===== src/ni_pkg.sv =====
//******************************
// Shared widths, address map and types for the NI AXI4 slave
// Only address bits 15:0 are decoded, upper bits are ignored
// Only INCR bursts of 4-byte beats are serviced
//******************************
package ni_pkg;

  //******************************
  // Bus widths
  //******************************
  localparam int DATA_W = 32;
  localparam int ADDR_W = 16;
  localparam int ID_W   = 4;
  localparam int LEN_W  = 8;
  localparam int VC_W   = 2;

  //******************************
  // Address map
  //******************************
  // Region code sits in address bits 15:12
  localparam logic [3:0] REGION_TX = 4'h1;
  localparam logic [3:0] REGION_RX = 4'h2;
  // VC index sits in address bits 4:3
  localparam int         VC_LSB    = 3;

  // AXI burst and size codes that are accepted
  localparam logic [1:0] BURST_INCR = 2'b01;
  localparam logic [2:0] SIZE_WORD  = 3'b010;

  // AXI response codes, EXOKAY and DECERR are never returned
  typedef enum logic [1:0] {
    OKAY   = 2'b00,
    SLVERR = 2'b10
  } resp_t;

  // Flit payload and AXI data word
  typedef logic [DATA_W-1:0] data_t;

  // One outstanding AW or AR request, 15 bits
  typedef struct packed {
    logic [ID_W-1:0]  id;
    logic [LEN_W-1:0] len;
    logic [VC_W-1:0]  vc;
    logic             err;
  } ot_req_t;

endpackage


===== src/ni_axi_rd.sv =====
//******************************
// AXI4 read path, packet-in flits to AR/R bursts
// pkt_in_vc_i must be below NUM_VC, other VCs are never accepted
// Empty VC is judged when AR is accepted, later beats wait for flits
//******************************
`timescale 1ns/100ps

module ni_axi_rd #(
  parameter int NUM_VC   = 3,
  parameter int OT_DEPTH = 4,
  parameter int RX_DEPTH = 8
) (
  input  logic                      clk_axi,
  input  logic                      arst_axi,
  // AR channel
  input  logic                      arvalid_i,
  output logic                      arready_o,
  input  logic [ni_pkg::ID_W-1:0]   arid_i,
  input  logic [ni_pkg::ADDR_W-1:0] araddr_i,
  input  logic [ni_pkg::LEN_W-1:0]  arlen_i,
  input  logic [2:0]                arsize_i,
  input  logic [1:0]                arburst_i,
  // R channel
  output logic                      rvalid_o,
  input  logic                      rready_i,
  output logic [ni_pkg::ID_W-1:0]   rid_o,
  output logic [ni_pkg::DATA_W-1:0] rdata_o,
  output ni_pkg::resp_t             rresp_o,
  output logic                      rlast_o,
  // Packet-in port from the router
  input  logic                      pkt_in_valid_i,
  output logic                      pkt_in_ready_o,
  input  logic [ni_pkg::DATA_W-1:0] pkt_in_data_i,
  input  logic [ni_pkg::VC_W-1:0]   pkt_in_vc_i
);
  import ni_pkg::*;

  ot_req_t          ot_in;
  ot_req_t          rd_head;
  logic             ot_full;
  logic             ot_empty;
  logic             ot_push;
  logic [VC_W-1:0]  ar_vc;
  logic             ar_vc_empty;
  logic             ar_err;
  // Per-VC receive buffers
  data_t            rx_data [NUM_VC];
  logic [NUM_VC-1:0] rx_full;
  logic [NUM_VC-1:0] rx_empty;
  logic [NUM_VC-1:0] rx_write;
  logic [NUM_VC-1:0] rx_read;
  logic             in_full;
  logic             sel_empty;
  data_t            sel_data;
  // Head burst walker
  logic             txn_q;
  logic [LEN_W-1:0] beat_q;
  logic             r_hs;
  logic             r_done;

  //******************************
  // VC lookups
  //******************************
  // Unknown VCs read as empty and full
  always_comb begin
    ar_vc_empty = 1'b1;
    in_full     = 1'b1;
    sel_empty   = 1'b1;
    sel_data    = '0;
    for (int i = 0; i < NUM_VC; i++) begin
      if (ar_vc == VC_W'(i)) begin
        ar_vc_empty = rx_empty[i];
      end
      if (pkt_in_vc_i == VC_W'(i)) begin
        in_full = rx_full[i];
      end
      if (rd_head.vc == VC_W'(i)) begin
        sel_empty = rx_empty[i];
        sel_data  = rx_data[i];
      end
    end
  end

  assign pkt_in_ready_o = !in_full;

  //******************************
  // AR decode and OT queue
  //******************************
  assign arready_o = !ot_full;
  assign ot_push   = arvalid_i && arready_o;
  assign ar_vc     = araddr_i[VC_LSB +: VC_W];

  assign ar_err = (arburst_i != BURST_INCR) ||
                  (arsize_i != SIZE_WORD) ||
                  (araddr_i[ADDR_W-1 -: 4] != REGION_RX) ||
                  (int'(ar_vc) >= NUM_VC) ||
                  ar_vc_empty;

  assign ot_in = '{id: arid_i, len: arlen_i, vc: ar_vc, err: ar_err};

  ni_fifo #(
    .DEPTH     (OT_DEPTH),
    .payload_t (ot_req_t)
  ) u_ot_rd (
    .clk_axi  (clk_axi),
    .arst_axi (arst_axi),
    .write_i  (ot_push),
    .read_i   (r_done),
    .data_i   (ot_in),
    .data_o   (rd_head),
    .full_o   (ot_full),
    .empty_o  (ot_empty)
  );

  // One buffer per VC, each R beat of a good burst pops one flit
  for (genvar g = 0; g < NUM_VC; g++) begin : gen_rx_buf
    assign rx_write[g] = pkt_in_valid_i && (pkt_in_vc_i == VC_W'(g));
    assign rx_read[g]  = r_hs && !rd_head.err && (rd_head.vc == VC_W'(g));

    ni_fifo #(
      .DEPTH     (RX_DEPTH),
      .payload_t (data_t)
    ) u_rx_buf (
      .clk_axi  (clk_axi),
      .arst_axi (arst_axi),
      .write_i  (rx_write[g]),
      .read_i   (rx_read[g]),
      .data_i   (pkt_in_data_i),
      .data_o   (rx_data[g]),
      .full_o   (rx_full[g]),
      .empty_o  (rx_empty[g])
    );
  end

  //******************************
  // R channel
  //******************************
  // Error burst is a single SLVERR beat with zero data
  assign rvalid_o = txn_q && (rd_head.err || !sel_empty);
  assign rid_o    = rd_head.id;
  assign rdata_o  = rd_head.err ? '0 : sel_data;
  assign rresp_o  = rd_head.err ? SLVERR : OKAY;
  assign rlast_o  = rvalid_o && (rd_head.err || (beat_q == rd_head.len));
  assign r_hs     = rvalid_o && rready_i;
  assign r_done   = r_hs && rlast_o;

  // txn_q opens a cycle after an entry reaches the head
  always_ff @(posedge clk_axi or posedge arst_axi) begin
    if (arst_axi) begin
      txn_q  <= 1'b0;
      beat_q <= '0;
    end else if (r_done) begin
      txn_q  <= 1'b0;
      beat_q <= '0;
    end else begin
      if (!ot_empty) begin
        txn_q <= 1'b1;
      end
      if (r_hs) begin
        beat_q <= beat_q + 1'b1;
      end
    end
  end

endmodule


===== src/ni_axi_slave.sv =====
//******************************
// NI AXI4 slave top, write and read paths side by side
// 16-bit decoded address, 32-bit data, INCR word bursts only
// No CSR region, interrupts or clock crossing
//******************************
`timescale 1ns/100ps

module ni_axi_slave #(
  parameter int NUM_VC   = 3,
  parameter int OT_DEPTH = 4,
  parameter int RX_DEPTH = 8
) (
  input  logic                      clk_axi,
  input  logic                      arst_axi,
  // AW channel
  input  logic                      awvalid_i,
  output logic                      awready_o,
  input  logic [ni_pkg::ID_W-1:0]   awid_i,
  input  logic [ni_pkg::ADDR_W-1:0] awaddr_i,
  input  logic [ni_pkg::LEN_W-1:0]  awlen_i,
  input  logic [2:0]                awsize_i,
  input  logic [1:0]                awburst_i,
  // W channel
  input  logic                      wvalid_i,
  output logic                      wready_o,
  input  logic [ni_pkg::DATA_W-1:0] wdata_i,
  input  logic                      wlast_i,
  // B channel
  output logic                      bvalid_o,
  input  logic                      bready_i,
  output logic [ni_pkg::ID_W-1:0]   bid_o,
  output ni_pkg::resp_t             bresp_o,
  // AR channel
  input  logic                      arvalid_i,
  output logic                      arready_o,
  input  logic [ni_pkg::ID_W-1:0]   arid_i,
  input  logic [ni_pkg::ADDR_W-1:0] araddr_i,
  input  logic [ni_pkg::LEN_W-1:0]  arlen_i,
  input  logic [2:0]                arsize_i,
  input  logic [1:0]                arburst_i,
  // R channel
  output logic                      rvalid_o,
  input  logic                      rready_i,
  output logic [ni_pkg::ID_W-1:0]   rid_o,
  output logic [ni_pkg::DATA_W-1:0] rdata_o,
  output ni_pkg::resp_t             rresp_o,
  output logic                      rlast_o,
  // Packet-out to the router
  output logic                      pkt_out_valid_o,
  input  logic                      pkt_out_ready_i,
  output logic [ni_pkg::DATA_W-1:0] pkt_out_data_o,
  output logic [ni_pkg::VC_W-1:0]   pkt_out_vc_o,
  output logic                      pkt_out_new_o,
  output logic                      pkt_out_last_o,
  output logic [ni_pkg::LEN_W-1:0]  pkt_out_len_o,
  // Packet-in from the router
  input  logic                      pkt_in_valid_i,
  output logic                      pkt_in_ready_o,
  input  logic [ni_pkg::DATA_W-1:0] pkt_in_data_i,
  input  logic [ni_pkg::VC_W-1:0]   pkt_in_vc_i
);

  // Port names match the sub-blocks one to one
  // AW/W/B and packet-out
  ni_axi_wr #(
    .NUM_VC   (NUM_VC),
    .OT_DEPTH (OT_DEPTH)
  ) u_axi_wr (.*);

  // AR/R and packet-in
  ni_axi_rd #(
    .NUM_VC   (NUM_VC),
    .OT_DEPTH (OT_DEPTH),
    .RX_DEPTH (RX_DEPTH)
  ) u_axi_rd (.*);

endmodule


===== src/ni_axi_wr.sv =====
//******************************
// AXI4 write path, AW/W/B to packet-out flits
// W beats stall while a B response waits for bready
// Error bursts are swallowed and answered with SLVERR
//******************************
`timescale 1ns/100ps

module ni_axi_wr #(
  parameter int NUM_VC   = 3,
  parameter int OT_DEPTH = 4
) (
  input  logic                      clk_axi,
  input  logic                      arst_axi,
  // AW channel
  input  logic                      awvalid_i,
  output logic                      awready_o,
  input  logic [ni_pkg::ID_W-1:0]   awid_i,
  input  logic [ni_pkg::ADDR_W-1:0] awaddr_i,
  input  logic [ni_pkg::LEN_W-1:0]  awlen_i,
  input  logic [2:0]                awsize_i,
  input  logic [1:0]                awburst_i,
  // W channel
  input  logic                      wvalid_i,
  output logic                      wready_o,
  input  logic [ni_pkg::DATA_W-1:0] wdata_i,
  input  logic                      wlast_i,
  // B channel
  output logic                      bvalid_o,
  input  logic                      bready_i,
  output logic [ni_pkg::ID_W-1:0]   bid_o,
  output ni_pkg::resp_t             bresp_o,
  // Packet-out port to the router
  output logic                      pkt_out_valid_o,
  input  logic                      pkt_out_ready_i,
  output logic [ni_pkg::DATA_W-1:0] pkt_out_data_o,
  output logic [ni_pkg::VC_W-1:0]   pkt_out_vc_o,
  output logic                      pkt_out_new_o,
  output logic                      pkt_out_last_o,
  output logic [ni_pkg::LEN_W-1:0]  pkt_out_len_o
);
  import ni_pkg::*;

  ot_req_t         ot_in;
  ot_req_t         ot_head;
  logic            ot_full;
  logic            ot_empty;
  logic            ot_push;
  logic            ot_pop;
  logic [VC_W-1:0] aw_vc;
  logic            aw_err;
  logic            b_free;
  logic            w_hs;
  logic            head_flit_q;

  //******************************
  // AW decode and OT queue
  //******************************
  assign awready_o = !ot_full;
  assign ot_push   = awvalid_i && awready_o;
  assign aw_vc     = awaddr_i[VC_LSB +: VC_W];

  // Anything outside the TX region, including RX, is an error
  assign aw_err = (awburst_i != BURST_INCR) ||
                  (awsize_i != SIZE_WORD) ||
                  (awaddr_i[ADDR_W-1 -: 4] != REGION_TX) ||
                  (int'(aw_vc) >= NUM_VC);

  assign ot_in = '{id: awid_i, len: awlen_i, vc: aw_vc, err: aw_err};

  ni_fifo #(
    .DEPTH     (OT_DEPTH),
    .payload_t (ot_req_t)
  ) u_ot_wr (
    .clk_axi  (clk_axi),
    .arst_axi (arst_axi),
    .write_i  (ot_push),
    .read_i   (ot_pop),
    .data_i   (ot_in),
    .data_o   (ot_head),
    .full_o   (ot_full),
    .empty_o  (ot_empty)
  );

  //******************************
  // W beats to flits
  //******************************
  // B register can take a new response this cycle
  assign b_free = !bvalid_o || bready_i;

  // Error entries drain W without the router
  assign wready_o = !ot_empty && b_free && (ot_head.err || pkt_out_ready_i);
  assign w_hs     = wvalid_i && wready_o;
  assign ot_pop   = w_hs && wlast_i;

  assign pkt_out_valid_o = wvalid_i && !ot_empty && b_free && !ot_head.err;
  assign pkt_out_data_o  = wdata_i;
  assign pkt_out_vc_o    = ot_head.vc;
  assign pkt_out_new_o   = head_flit_q;
  assign pkt_out_last_o  = wlast_i;
  assign pkt_out_len_o   = ot_head.len;

  // Head flag rearms after the last beat of every burst
  always_ff @(posedge clk_axi or posedge arst_axi) begin
    if (arst_axi) begin
      head_flit_q <= 1'b1;
      bvalid_o    <= 1'b0;
    end else begin
      if (w_hs) begin
        head_flit_q <= wlast_i;
      end
      if (ot_pop) begin
        bvalid_o <= 1'b1;
      end else if (bready_i) begin
        bvalid_o <= 1'b0;
      end
    end
  end

  // B payload captured with the last beat, entry pops on the same edge
  always_ff @(posedge clk_axi) begin
    if (ot_pop) begin
      bid_o   <= ot_head.id;
      bresp_o <= ot_head.err ? SLVERR : OKAY;
    end
  end

endmodule


===== src/ni_fifo.sv =====
//******************************
// Synchronous FIFO, head entry shown combinationally on data_o
// Writes when full and reads when empty are dropped
// Storage has no reset, only pointers are cleared
//******************************
`timescale 1ns/100ps

module ni_fifo #(
  parameter int  DEPTH     = 4,
  parameter type payload_t = logic
) (
  input  logic     clk_axi,
  input  logic     arst_axi,
  input  logic     write_i,
  input  logic     read_i,
  input  payload_t data_i,
  output payload_t data_o,
  output logic     full_o,
  output logic     empty_o
);
  localparam int PTR_W = (DEPTH > 1) ? $clog2(DEPTH) : 1;

  payload_t         mem [DEPTH];
  logic [PTR_W-1:0] wr_ptr;
  logic [PTR_W-1:0] rd_ptr;
  // Wrap bits tell full from empty when the pointers meet
  logic             wr_wrap;
  logic             rd_wrap;
  logic             do_write;
  logic             do_read;

  assign empty_o  = (wr_ptr == rd_ptr) && (wr_wrap == rd_wrap);
  assign full_o   = (wr_ptr == rd_ptr) && (wr_wrap != rd_wrap);
  assign do_write = write_i && !full_o;
  assign do_read  = read_i && !empty_o;
  assign data_o   = mem[rd_ptr];

  // Pointers step to zero after DEPTH-1, so any depth works
  always_ff @(posedge clk_axi or posedge arst_axi) begin
    if (arst_axi) begin
      wr_ptr  <= '0;
      wr_wrap <= 1'b0;
      rd_ptr  <= '0;
      rd_wrap <= 1'b0;
    end else begin
      if (do_write) begin
        if (wr_ptr == PTR_W'(DEPTH - 1)) begin
          wr_ptr  <= '0;
          wr_wrap <= ~wr_wrap;
        end else begin
          wr_ptr <= wr_ptr + 1'b1;
        end
      end
      if (do_read) begin
        if (rd_ptr == PTR_W'(DEPTH - 1)) begin
          rd_ptr  <= '0;
          rd_wrap <= ~rd_wrap;
        end else begin
          rd_ptr <= rd_ptr + 1'b1;
        end
      end
    end
  end

  // Storage
  always_ff @(posedge clk_axi) begin
    if (do_write) begin
      mem[wr_ptr] <= data_i;
    end
  end

endmodule


===== config.mk =====
export PLATFORM = sky130hd
export DESIGN_NAME = ni_axi_slave
export DESIGN_NICKNAME = d
export VERILOG_FILES = /design/src/ni_pkg.sv /design/src/ni_axi_rd.sv /design/src/ni_axi_slave.sv /design/src/ni_axi_wr.sv /design/src/ni_fifo.sv
export SDC_FILE = /design/constraint.sdc
export NUM_CORES = 1
export LEC_CHECK = 0
export BUFFER_PORTS_ARGS = -buffer_cell sky130_fd_sc_hd__buf_2
export CAP_MARGIN = 20
export CORE_MARGIN = 4
export CORE_UTILIZATION = 40
export CTS_CLUSTER_SIZE = 30
export DETAILED_ROUTE_END_ITERATION = 12
export SYNTH_ARGS = -nofsm -noshare
export SYNTH_HDL_FRONTEND = slang
export SYNTH_HIERARCHICAL = 1
export SYNTH_SLANG_ARGS = --single-unit
export TNS_END_PERCENT = 10

===== constraint.sdc =====
create_clock -name clk_axi -period 11.43 [get_ports clk_axi]
set_clock_uncertainty 0.2 [all_clocks]
set_input_delay 1.7145 -clock clk_axi [delete_from_list [all_inputs] [get_ports clk_axi]]
set_output_delay 1.7145 -clock clk_axi [all_outputs]
set_load 0.005 [all_outputs]

==> reports/results.ini, run 1 <==
[layout]
drive_gt1_share_pct = 34.9
synthToLayoutAreaGrowth_pct = 13.5
multiInputGateArea_um2 = 9610
final_cell_area_um2 = 43500
fillers = 7992
final_cell_count_no_fill = 3361
post-route-util_pct = 45.8
regArea_um2 = 28000
final_nets = 2178

[route]
wl_per_cell_um = 25.2
drc = 0
drt_wl_total_um = 84600
ant_nets = 0
vias = 18400
via_per_inst = 5.48
firstDrtPassIters = 5
drt_iter0_markers = 1210

[synthesis]
synth-edff-count = 893
synth_area_leader_cell = edfxtp_1
syn_avg_cell_area_um2 = 20.8
ys_seq_elements = 940
yosysSeqAreaShare_pct = 73.0
yosys.cell_count.top_type = edfxtp_1
mappedNetlistArea_um2 = 38300
synth.distinct_cells = 70
synth_async_sr_flop_share_pct = 5.00
yosysTopAreaCellShare_pct = 69.9
synth_area_leaders = edfxtp_1, mux4_2, dfrtp_1
netlist_instances = 1840
yosysWarnings = 6
synth_top_cells_by_count = edfxtp_1, mux4_2, mux2_2
ys.flop_type = edfxtp_1
synth_nets = 2005

[critical_path]
cp_num_buf_inv = 2
cp_cell_sequence = buf_4 > xor2_2 > nor4_1 > mux2i_1 > a211oi_2 > nor3_1 > buf_2
crit_type = register to output pin
crit_path_end_kind = output pin
critPathLaunch = u_axi_rd/gen_rx_buf[0].u_rx_buf/rd_ptr[0]
slowest_delay_ps = 890
cp.depth = 7
cpMaxStageDelayCell = dfrtp_4
reg2regPathDepth = 10
critPathMaxFanout = 37
critPathTopFamily = buffers and inverters
startpoint_type = register
cp.arrival_ps = 4080
r2r-start = u_axi_rd/gen_rx_buf[0].u_rx_buf/rd_ptr[0]
crit_required_ps = 9520

[pwr]
power_mw = 9.56
power_switching_mw = 2.77
power.internal_mw = 6.79
swShare_pct = 29.0
peakVddDrop_mv = 0.161
pwr_density_cell_nw_per_um2 = 220
leakage_nw = 14.1
combPwrFrac_pct = 23.1
seqPwrFrac_pct = 45.2
power_frac_clock_pct = 31.7

[global_route]
antenna_found_initial = 8
grt_pass1_vias = 19600
grt_max_degree = 68
grtUsageTotal_pct = 16.6
grt_pass1_wl_um = 127000
grt_remaining_overflow = 0

[sta]
worst_slew_pin_slew_ps = 1120
timing.fmax_ghz = 0.167
setup_tns_ps = 0
setup_violations = 0
hold_violations = 0
finalCritPeriodShare_pct = 52.4
whs_ps = 366
max_slew_margin_pct = 25.3
setup_slack_ps = 5440
period_needed_ps = 5990
rsz0062_at_grt = false
drv_slew = 0

[place]
placed_area_um2 = 40400
finalWeightedCongestion = 0.721
dp_slack_ps = 6000
port_buffers = 151
hpwl_um = 46900
dp.cells = 3177

[cts]
cts_setup_buffers = 0
post_cts_resized = 0
cts_tree = yes
clk_latency_ps = 650
clkTransAtPathRegs_ps = 60
cts_made_buffers = 98
htreeDepth = 3
root_buffer = clkbuf_16
holdBufCountCts = 0
clock_path_buffers = 3
numClockSinks = 940

[floorplan]
die_area_um2 = 101000
core_area_um2 = 95000
die_y_um = 318
start_util_pct = 40.4
pin_count = 238
die_w_um = 318
num_rows = 113

[worst_hold_path]
hold_path_class = register to register
whs_path_depth = 1
hold_start = u_axi_wr/u_ot_wr/wr_wrap

[job]
cap_violations = 0

[status]
status = completed

cells in the final DEF (no fill, tap or decap), types with 7 or more instances in the layout:
cell,instances
mux2_2,98
clkinv_2,18
clkbuf_16,99
xor2_1,17
mux4_2,209
edfxtp_1,893
mux2_1,18
mux2i_1,33
nor3_1,7
nand2_1,30
a21oi_1,39
buf_4,43
o21ai_0,8
dfrtp_1,37
clkbuf_1,20
and3_1,10
nor4_2,7
nor2_1,78
clkinv_1,27
nor3_2,16
mux4_1,12
buf_2,151
nand3_1,11
ha_1,23
nor2_4,10
xor2_2,11
inv_1,23
per-layer routing:
metal	up-vias	part of all wire, %	global-route usage [%]
met5	-	0.015	0.0946
met2	496	51	29.0
li1	7877	-	-
met1	9909	42	21.8
met4	2	2.2	4.28
met3	132	4.8	2.79
final cells by class:
| cell class | instances | area share (%) |
|---|---|---|
| inverter | 23 | 0.198 |
| tap | 1265 | 3.64 |
| multi-input combinational | 755 | 22.1 |
| clock inverter | 61 | 1.20 |
| timing repair buffer | 195 | 2.54 |
| clock buffer | 121 | 5.93 |
| sequential | 940 | 64.4 |
| antenna | 1 | 0.00575 |
power by group through the flow:
stage	logic, mW	registers [mW]	clock network [mW]
after global placement	2.19	4.38	0
after CTS	2.25	4.34	3.12
after floorplan	1.78	4.22	0
final	2.21	4.32	3.03
after detailed placement	2.24	4.41	0
after global routing	2.40	4.36	3.27
path summary, 6_finish.rpt:
check	slack, ps	endpoint
max	5440	rlast_o
min	370	u_axi_wr/u_ot_wr/wr_wrap
max reg2reg	6850	u_axi_rd/gen_rx_buf[0].u_rx_buf/rd_wrap
min reg2reg	370	u_axi_wr/u_ot_wr/wr_wrap
max in group asynchronous	9780	u_axi_rd/gen_rx_buf[2].u_rx_buf/rd_ptr[1]
min in group asynchronous	830	u_axi_wr/bvalid_o
logic make-up after synthesis:
family	share of synthesized area, %
compound gates	2.14
buf+inv	2.34
flops	73.0
xor+xnor	1.14
simple gates	3.19
fa+ha+maj	0.750
other cells	0.0196
mux	17.4
flip-flops by register name (all words and copies together), names as in the netlist, 2 cells and up:
signal,cells
u_axi_rd/gen_rx_buf.u_rx_buf/mem,768
u_axi_rd/u_ot_rd/mem,60
u_axi_wr/u_ot_wr/mem,60
u_axi_rd/gen_rx_buf.u_rx_buf/rd_ptr,9
u_axi_rd/gen_rx_buf.u_rx_buf/wr_ptr,9
u_axi_rd/beat_q,8
u_axi_wr/bid_o,4
u_axi_rd/gen_rx_buf.u_rx_buf/rd_wrap,3
u_axi_rd/gen_rx_buf.u_rx_buf/wr_wrap,3
u_axi_rd/u_ot_rd/rd_ptr,2
u_axi_rd/u_ot_rd/wr_ptr,2
u_axi_wr/u_ot_wr/rd_ptr,2
u_axi_wr/u_ot_wr/wr_ptr,2
Note: power is estimated with default switching activity, not from simulation.
==> inputs of run 2 (changes only) <==
--- a/config.mk
+++ b/config.mk
@@ -5,6 +5,7 @@
 export SDC_FILE = /design/constraint.sdc
 export NUM_CORES = 1
 export LEC_CHECK = 0
+export ABC_AREA = 1
 export BUFFER_PORTS_ARGS = -buffer_cell sky130_fd_sc_hd__buf_2
 export CAP_MARGIN = 20
 export CORE_MARGIN = 4
==> constraint.sdc (replaced) <==
create_clock -name clk_axi -period 5.7 [get_ports clk_axi]
set_clock_uncertainty 0.2 [all_clocks]
set_input_delay 0.855 -clock clk_axi [delete_from_list [all_inputs] [get_ports clk_axi]]
set_output_delay 0.855 -clock clk_axi [all_outputs]
set_load 0.005 [all_outputs]
==> run 2 against run 1 <==
Net effect:
- sequential power increased by 100%
- utilization decreased by 0.30 points
- critical path depth increased by 3
- die area increased by 3.0%
==> reports/results.ini, run 2 <==
[worst_hold_path]
hold_path_class = input port to register
whs_path_depth = 1
hold_start = arlen_i[4]
min_to = u_axi_rd/u_ot_rd/mem[1][7]

[place]
placed_area_um2 = 41500
hpwl_um = 54700
port_buffers = 151
finalWeightedCongestion = 0.754
dp.cells = 4731

[layout]
final_cell_area_um2 = 44700
largest_reg_flops = 768
layout_commonest_cell = edfxtp_1
fillers = 8877
synthToLayoutAreaGrowth_pct = 13.1
layout_common_cells = edfxtp_1, nor2_1, nand2_1
reg_top3 = u_axi_rd/gen_rx_buf.u_rx_buf/mem: 768 flops, u_axi_rd/u_ot_rd/mem: 60 flops, u_axi_wr/u_ot_wr/mem: 60 flops
final_cell_count_no_fill = 4915
top_register = u_axi_rd/gen_rx_buf.u_rx_buf/mem
drive_gt1_share_pct = 12.6
final_nets = 3710
post-route-util_pct = 45.5

[critical_path]
rrSetupSlack_ps = 1950
startpoint_type = register
cp.arrival_ps = 3570
slowest_delay_ps = 1210
r2r-end = u_axi_rd/gen_rx_buf[1].u_rx_buf/rd_ptr[1]
reg2regPathDepth = 13
cp_num_buf_inv = 3
crit_path_end_kind = output pin
crit_type = register to output pin
cpMostUsedCell = nand2_1
cp_cell_sequence = buf_4 > o21ai_0 > o21ai_0 > nand2_1 > nand2_1 > nand3_1 > nand3_1 > nand2_1 > inv_1 > buf_2
crit_required_ps = 4640
critPathLaunch = u_axi_rd/gen_rx_buf[1].u_rx_buf/rd_ptr[1]
r2r-start = u_axi_rd/gen_rx_buf[1].u_rx_buf/rd_ptr[1]
cpMaxStageDelayCell = dfrtp_4
critPathTopFamily = flip-flops
critPathMaxFanout = 93

[synthesis]
netlist_instances = 3456
yosysWarnings = 6
yosys.cell_count.top_type = edfxtp_1
ys_seq_elements = 940
syn_avg_cell_area_um2 = 11.4
yosysSeqAreaShare_pct = 70.8
synth-simple-area-share_pct = 15.2
synth_area_leader_cell = edfxtp_1
ys.flop_type = edfxtp_1
synth_xor_area_share_pct = 0.133
synth_nets = 3621
synth_top_family_by_area = simple AND/OR/NAND/NOR gates
synthAdderAreaFrac_pct = 0.728
mappedNetlistArea_um2 = 39500
yosysTopAreaCellShare_pct = 67.8
synth-edff-count = 893
synth.distinct_cells = 43
synthMuxAreaShare_pct = 0
synth_compound_area_share_pct = 8.81
synth_async_sr_flop_share_pct = 5.00
synth_top_cells_by_count = edfxtp_1, nor2_1, nand2_1
synth_area_leaders = edfxtp_1, o21ai_0, nor2_1

[global_route]
antenna_found_initial = 5
grt_pass1_wl_um = 153000
grtUsageTotal_pct = 19.5
grt_max_degree = 94
grt_pass1_vias = 24700
grt_remaining_overflow = 0

[cts]
numClockSinks = 940
cts_setup_buffers = 0
cts_tree = yes
cts_made_buffers = 98
post_cts_resized = 0
htreeDepth = 3
root_buffer = clkbuf_16
clkTransAtPathRegs_ps = 60
clock_path_buffers = 3
clk_latency_ps = 670

[route]
via_per_inst = 5.29
drt_wl_total_um = 103000
drt_iter0_markers = 2466
wl_per_cell_um = 21.0
vias = 26000
firstDrtPassIters = 6
ant_nets = 0
drc = 0

[floorplan]
num_rows = 115
die_area_um2 = 104000
start_util_pct = 40.2
pin_count = 238
die_w_um = 322
core_area_um2 = 98300
die_y_um = 322

[sta]
drv_slew = 0
worst_slew_pin_slew_ps = 1200
rsz0062_at_grt = false
hold_violations = 0
timing.fmax_ghz = 0.216
finalCritPeriodShare_pct = 81.1
period_needed_ps = 4620
setup_violations = 0
setup_tns_ps = 0
max_slew_margin_pct = 20.3

[pwr]
leakage_nw = 16.3
pwr_density_cell_nw_per_um2 = 486
peakVddDrop_mv = 0.321

[status]
status = completed

[job]
cap_violations = 0

run 2: cell count changes in the layout (fill, tap and decap cells not counted), moves of 18 or more:
cell / change
nand3_1: +123
o21ai_1: +114
o21ai_0: +523
a21oi_1: -39
mux2i_1: -33
o22ai_1: +26
nand2_2: +20
inv_1: +100
mux2_1: -18
nor3_4: +24
nor2_1: +579
mux2_2: -98
nand2_1: +519
mux4_2: -209
run 2: kinds of logic after synthesis:
| kind of cell | count (synthesis) |
|---|---|
| and+or+nand+nor | 1435 |
| AOI/OAI and AO/OA | 683 |
| adders and majority gates | 23 |
| other | 2 |
| buffers and inverters | 367 |
| xor gates and xnor gates | 6 |
| DFF | 940 |
run 2: worst register-to-register path, delay by kind of cell, from the launching register on:
family	cells	cell delay, ps
compound gates	2	290
xor+xnor	1	320
buf+inv	2	330
flops	1	1210
simple gates	8	1290
run 2: final cells by class:
cell class / count / area [µm²] / share of cell area, %
Antenna cell: 1 / 2.50 / 0.00560
Clock buffer: 127 / 2680 / 5.98
Clock inverter: 55 / 544 / 1.22
Inverter: 140 / 534 / 1.19
Multi-Input combinational cell: 2149 / 10000 / 22.4
Sequential cell: 940 / 28000 / 62.7
Tap cell: 1287 / 1610 / 3.60
Timing Repair Buffer: 216 / 1320 / 2.94
run 2: worst max-delay path by stage:
stage | endpoint | slack, ps | cells past startpoint
finish | rdata_o[31] | 1080 | 10
floorplan | u_axi_rd/gen_rx_buf[1].u_rx_buf/mem[0][0] | 2200 | 5
global route | rdata_o[21] | 840 | 10
detailed placement | rlast_o | 1770 | 12
global placement | u_axi_rd/gen_rx_buf[1].u_rx_buf/mem[4][16] | 1700 | 6
CTS | rlast_o | 1040 | 12
run 2: per-stage QoR:
| stage | power [mW] | hold WS, ps | setup WS (ps) |
|---|---|---|---|
| 6_report | 21.7 | 214 | 1080 |
| 5_1_grt | 23.1 | 186 | 843 |
| 4_1_cts | 21.9 | 177 | 1040 |
| 3_5_place_dp | 15.5 | 274 | 1770 |
| 3_3_place_gp | 15.4 | 254 | 1700 |
| 2_1_floorplan | 13.1 | 252 | 2200 |
run 2: power by group:
part | total [mW] | switching (mW) | internal (mW) | leakage, nW
clock network | 6.37 | 2.65 | 3.72 | 1.57
registers | 8.68 | 0.572 | 8.11 | 8.64
logic | 6.68 | 4.72 | 1.96 | 6.05
total | 21.7 | 7.94 | 13.8 | 16.3
run 2: repair_timing:
item,CTS,global route
endpoints found under the hold margin,1,0
endpoints found under the setup margin,0,0
hold buffers,1,0
run 2: metal layers:
metal	wire length, µm	track usage, %
met1	44100	26.0
met2	48800	32.6
met3	7480	3.48
met4	2780	6.25
met5	13	0
==> inputs of run 3 (changes only) <==
--- a/config.mk
+++ b/config.mk
@@ -5,7 +5,7 @@
 export SDC_FILE = /design/constraint.sdc
 export NUM_CORES = 1
 export LEC_CHECK = 0
-export ABC_AREA = 1
+export ABC_AREA = 0
 export BUFFER_PORTS_ARGS = -buffer_cell sky130_fd_sc_hd__buf_2
 export CAP_MARGIN = 20
 export CORE_MARGIN = 4
==> constraint.sdc (replaced) <==
create_clock -name clk_axi -period 3.9 [get_ports clk_axi]
set_clock_uncertainty 0.2 [all_clocks]
set_input_delay 0.585 -clock clk_axi [delete_from_list [all_inputs] [get_ports clk_axi]]
set_output_delay 0.585 -clock clk_axi [all_outputs]
set_load 0.005 [all_outputs]
==> run 3 against run 2 <==
Net effect:
- setup slack worse by 970 ps
- die area is 2.9% lower
- final cell count is 30% lower
- total power is 32% higher
- via count is 28% lower
- critical path depth is 2 lower
- first-iteration DRC count is 40% lower
- utilization is 1.3 points higher
- global-route usage is 2.4 points lower
- non-clock buffer count is 45 higher
- sequential power is 43% higher
- combinational power is 8.7% higher
- largest cell class unchanged
- highest routed layer unchanged
==> reports/results.ini, run 3 (synthesis results as in run 1) <==
[layout]
layout_commonest_cell = edfxtp_1
final_cell_count_no_fill = 3420
drive_gt1_share_pct = 36.2
final_nets = 2242
top_register = u_axi_rd/gen_rx_buf.u_rx_buf/mem
diodes = 0
reg_top3 = u_axi_rd/gen_rx_buf.u_rx_buf/mem: 768 flops, u_axi_rd/u_ot_rd/mem: 60 flops, u_axi_wr/u_ot_wr/mem: 60 flops
largest_reg_flops = 768
synthToLayoutAreaGrowth_pct = 16.0
post-route-util_pct = 46.8
layout_common_cells = edfxtp_1, mux4_2, buf_2

[sta]
drv_slew = 0
finalCritPeriodShare_pct = 97.1
setup_violations = 0
hold_violations = 0
worst_slew_pin_slew_ps = 979
period_needed_ps = 3790
max_slew_margin_pct = 34.0
timing.fmax_ghz = 0.264
rsz0062_at_grt = true

[cts]
cts_made_buffers = 96
root_buffer = clkbuf_16
htreeDepth = 3
clkTransAtPathRegs_ps = 60
clock_path_buffers = 3
clk_latency_ps = 650
numClockSinks = 940
cts_tree = yes

[floorplan]
die_y_um = 318
die_w_um = 318
die_area_um2 = 101000
start_util_pct = 40.4
pin_count = 238
num_rows = 113
core_area_um2 = 95000

[critical_path]
cp.arrival_ps = 3000
cp_num_buf_inv = 2
cpMostUsedCell = nor2_1
crit_path_end_kind = output pin
crit_type = register to output pin
cpMaxStageDelayCell = mux4_1
crit_required_ps = 3120
startpoint_type = register
cp_cell_sequence = buf_16 > mux4_1 > mux2_2 > mux2i_1 > nor2_1 > a21oi_1 > nor2_1 > buf_2
slowest_delay_ps = 600
critPathTopFamily = multiplexers
critPathMaxFanout = 29

[global_route]
grt_max_degree = 67
grt_pass1_wl_um = 130000
grt_remaining_overflow = 0
antenna_found_initial = 9
grt_pass1_vias = 19600
grtUsageTotal_pct = 17.1

[place]
hpwl_um = 47400
port_buffers = 151
dp.cells = 3201
finalWeightedCongestion = 0.712

[route]
firstDrtPassIters = 5
wl_per_cell_um = 25.5
drt_iter0_markers = 1472
drc = 0
via_per_inst = 5.44
ant_nets = 0
vias = 18600
drt_wl_total_um = 87100

[pwr]
leakage_nw = 14.5
peakVddDrop_mv = 0.352
pwr_density_cell_nw_per_um2 = 647

[status]
status = completed

[job]
cap_violations = 0

[worst_hold_path]
hold_path_class = input port to register

[run 3: cell count changes in the layout (fill, tap and decap cells not counted), moves of 36 or more]
cell     previous run  this run
mux4_2              0       209
o21ai_1           117         3
nor2_1            657        78
mux2_2              0        98
nand2_1           549        30
a21oi_1             0        36
o21ai_0           531         8
inv_1             123        23
nand3_1           134        11
[run 3: layout make-up]
cell class                 instances  area [µm²]
clock buffer                     116        2500
clock inverter                    60         652
fill                            7920       50500
inverter                          23        86.3
multi-input combinational        755        9670
sequential                       940       28000
tap                             1265        1580
timing repair buffer             261        1980
[run 3: through the flow]
step	worst slack, ps	setup TNS [ps]	cell area [µm²]	hold slack, ps	power (mW)
6_report	113	0	44500	44.1	28.8
5_1_grt	-27.7	-164	44500	22.7	30.2
4_1_cts	-48.6	-48.6	44400	6.70	29.1
3_5_place_dp	353	0	40800	351	19.7
3_3_place_gp	397	0	40800	344	19.5
2_1_floorplan	-1020	-159820	38400	125	17.6
[run 3: power breakdown]
group	internal (mW)	leakage [nW]	switching, mW	total [mW]
sequential	11.9	8.63	0.487	12.4
clock	5.32	1.51	3.83	9.15
combinational	3.35	4.32	3.90	7.26
[run 3: what timing repair did]
item / in CTS / in global routing
endpoints found under the hold margin: 157 / 0
buffers inserted: 14 / 0
hold buffers: 29 / 0
gates resized for setup: 4 / 8
endpoints found under the setup margin: 30 / 14
pin swaps: 0 / 0
[run 3: path summary, 6_finish.rpt]
path | from | endpoint | slack [ps] | cells after the start
max | u_axi_rd/gen_rx_buf[1].u_rx_buf/rd_ptr[0] | rdata_o[22] | 110 | 8
min | araddr_i[3] | u_axi_rd/u_ot_rd/mem[2][1] | 40 | 1
max reg2reg | u_axi_rd/gen_rx_buf[1].u_rx_buf/rd_ptr[1] | u_axi_rd/gen_rx_buf[0].u_rx_buf/rd_wrap | 390 | 9
min reg2reg | u_axi_rd/beat_q[0] | u_axi_rd/beat_q[0] | 360 | 1
max in group asynchronous | arst_axi | u_axi_rd/gen_rx_buf[0].u_rx_buf/rd_ptr[0] | 2850 | 3
min in group asynchronous | arst_axi | u_axi_wr/bvalid_o | 240 | 3
[run 3: metal layers]
metal	global-route usage, %	wire length, µm	vias up
met5	0.142	40	-
met4	5.02	2500	6
met3	3.02	4790	160
met2	28.9	43500	561
met1	22.9	36300	9887
li1	-	-	7995
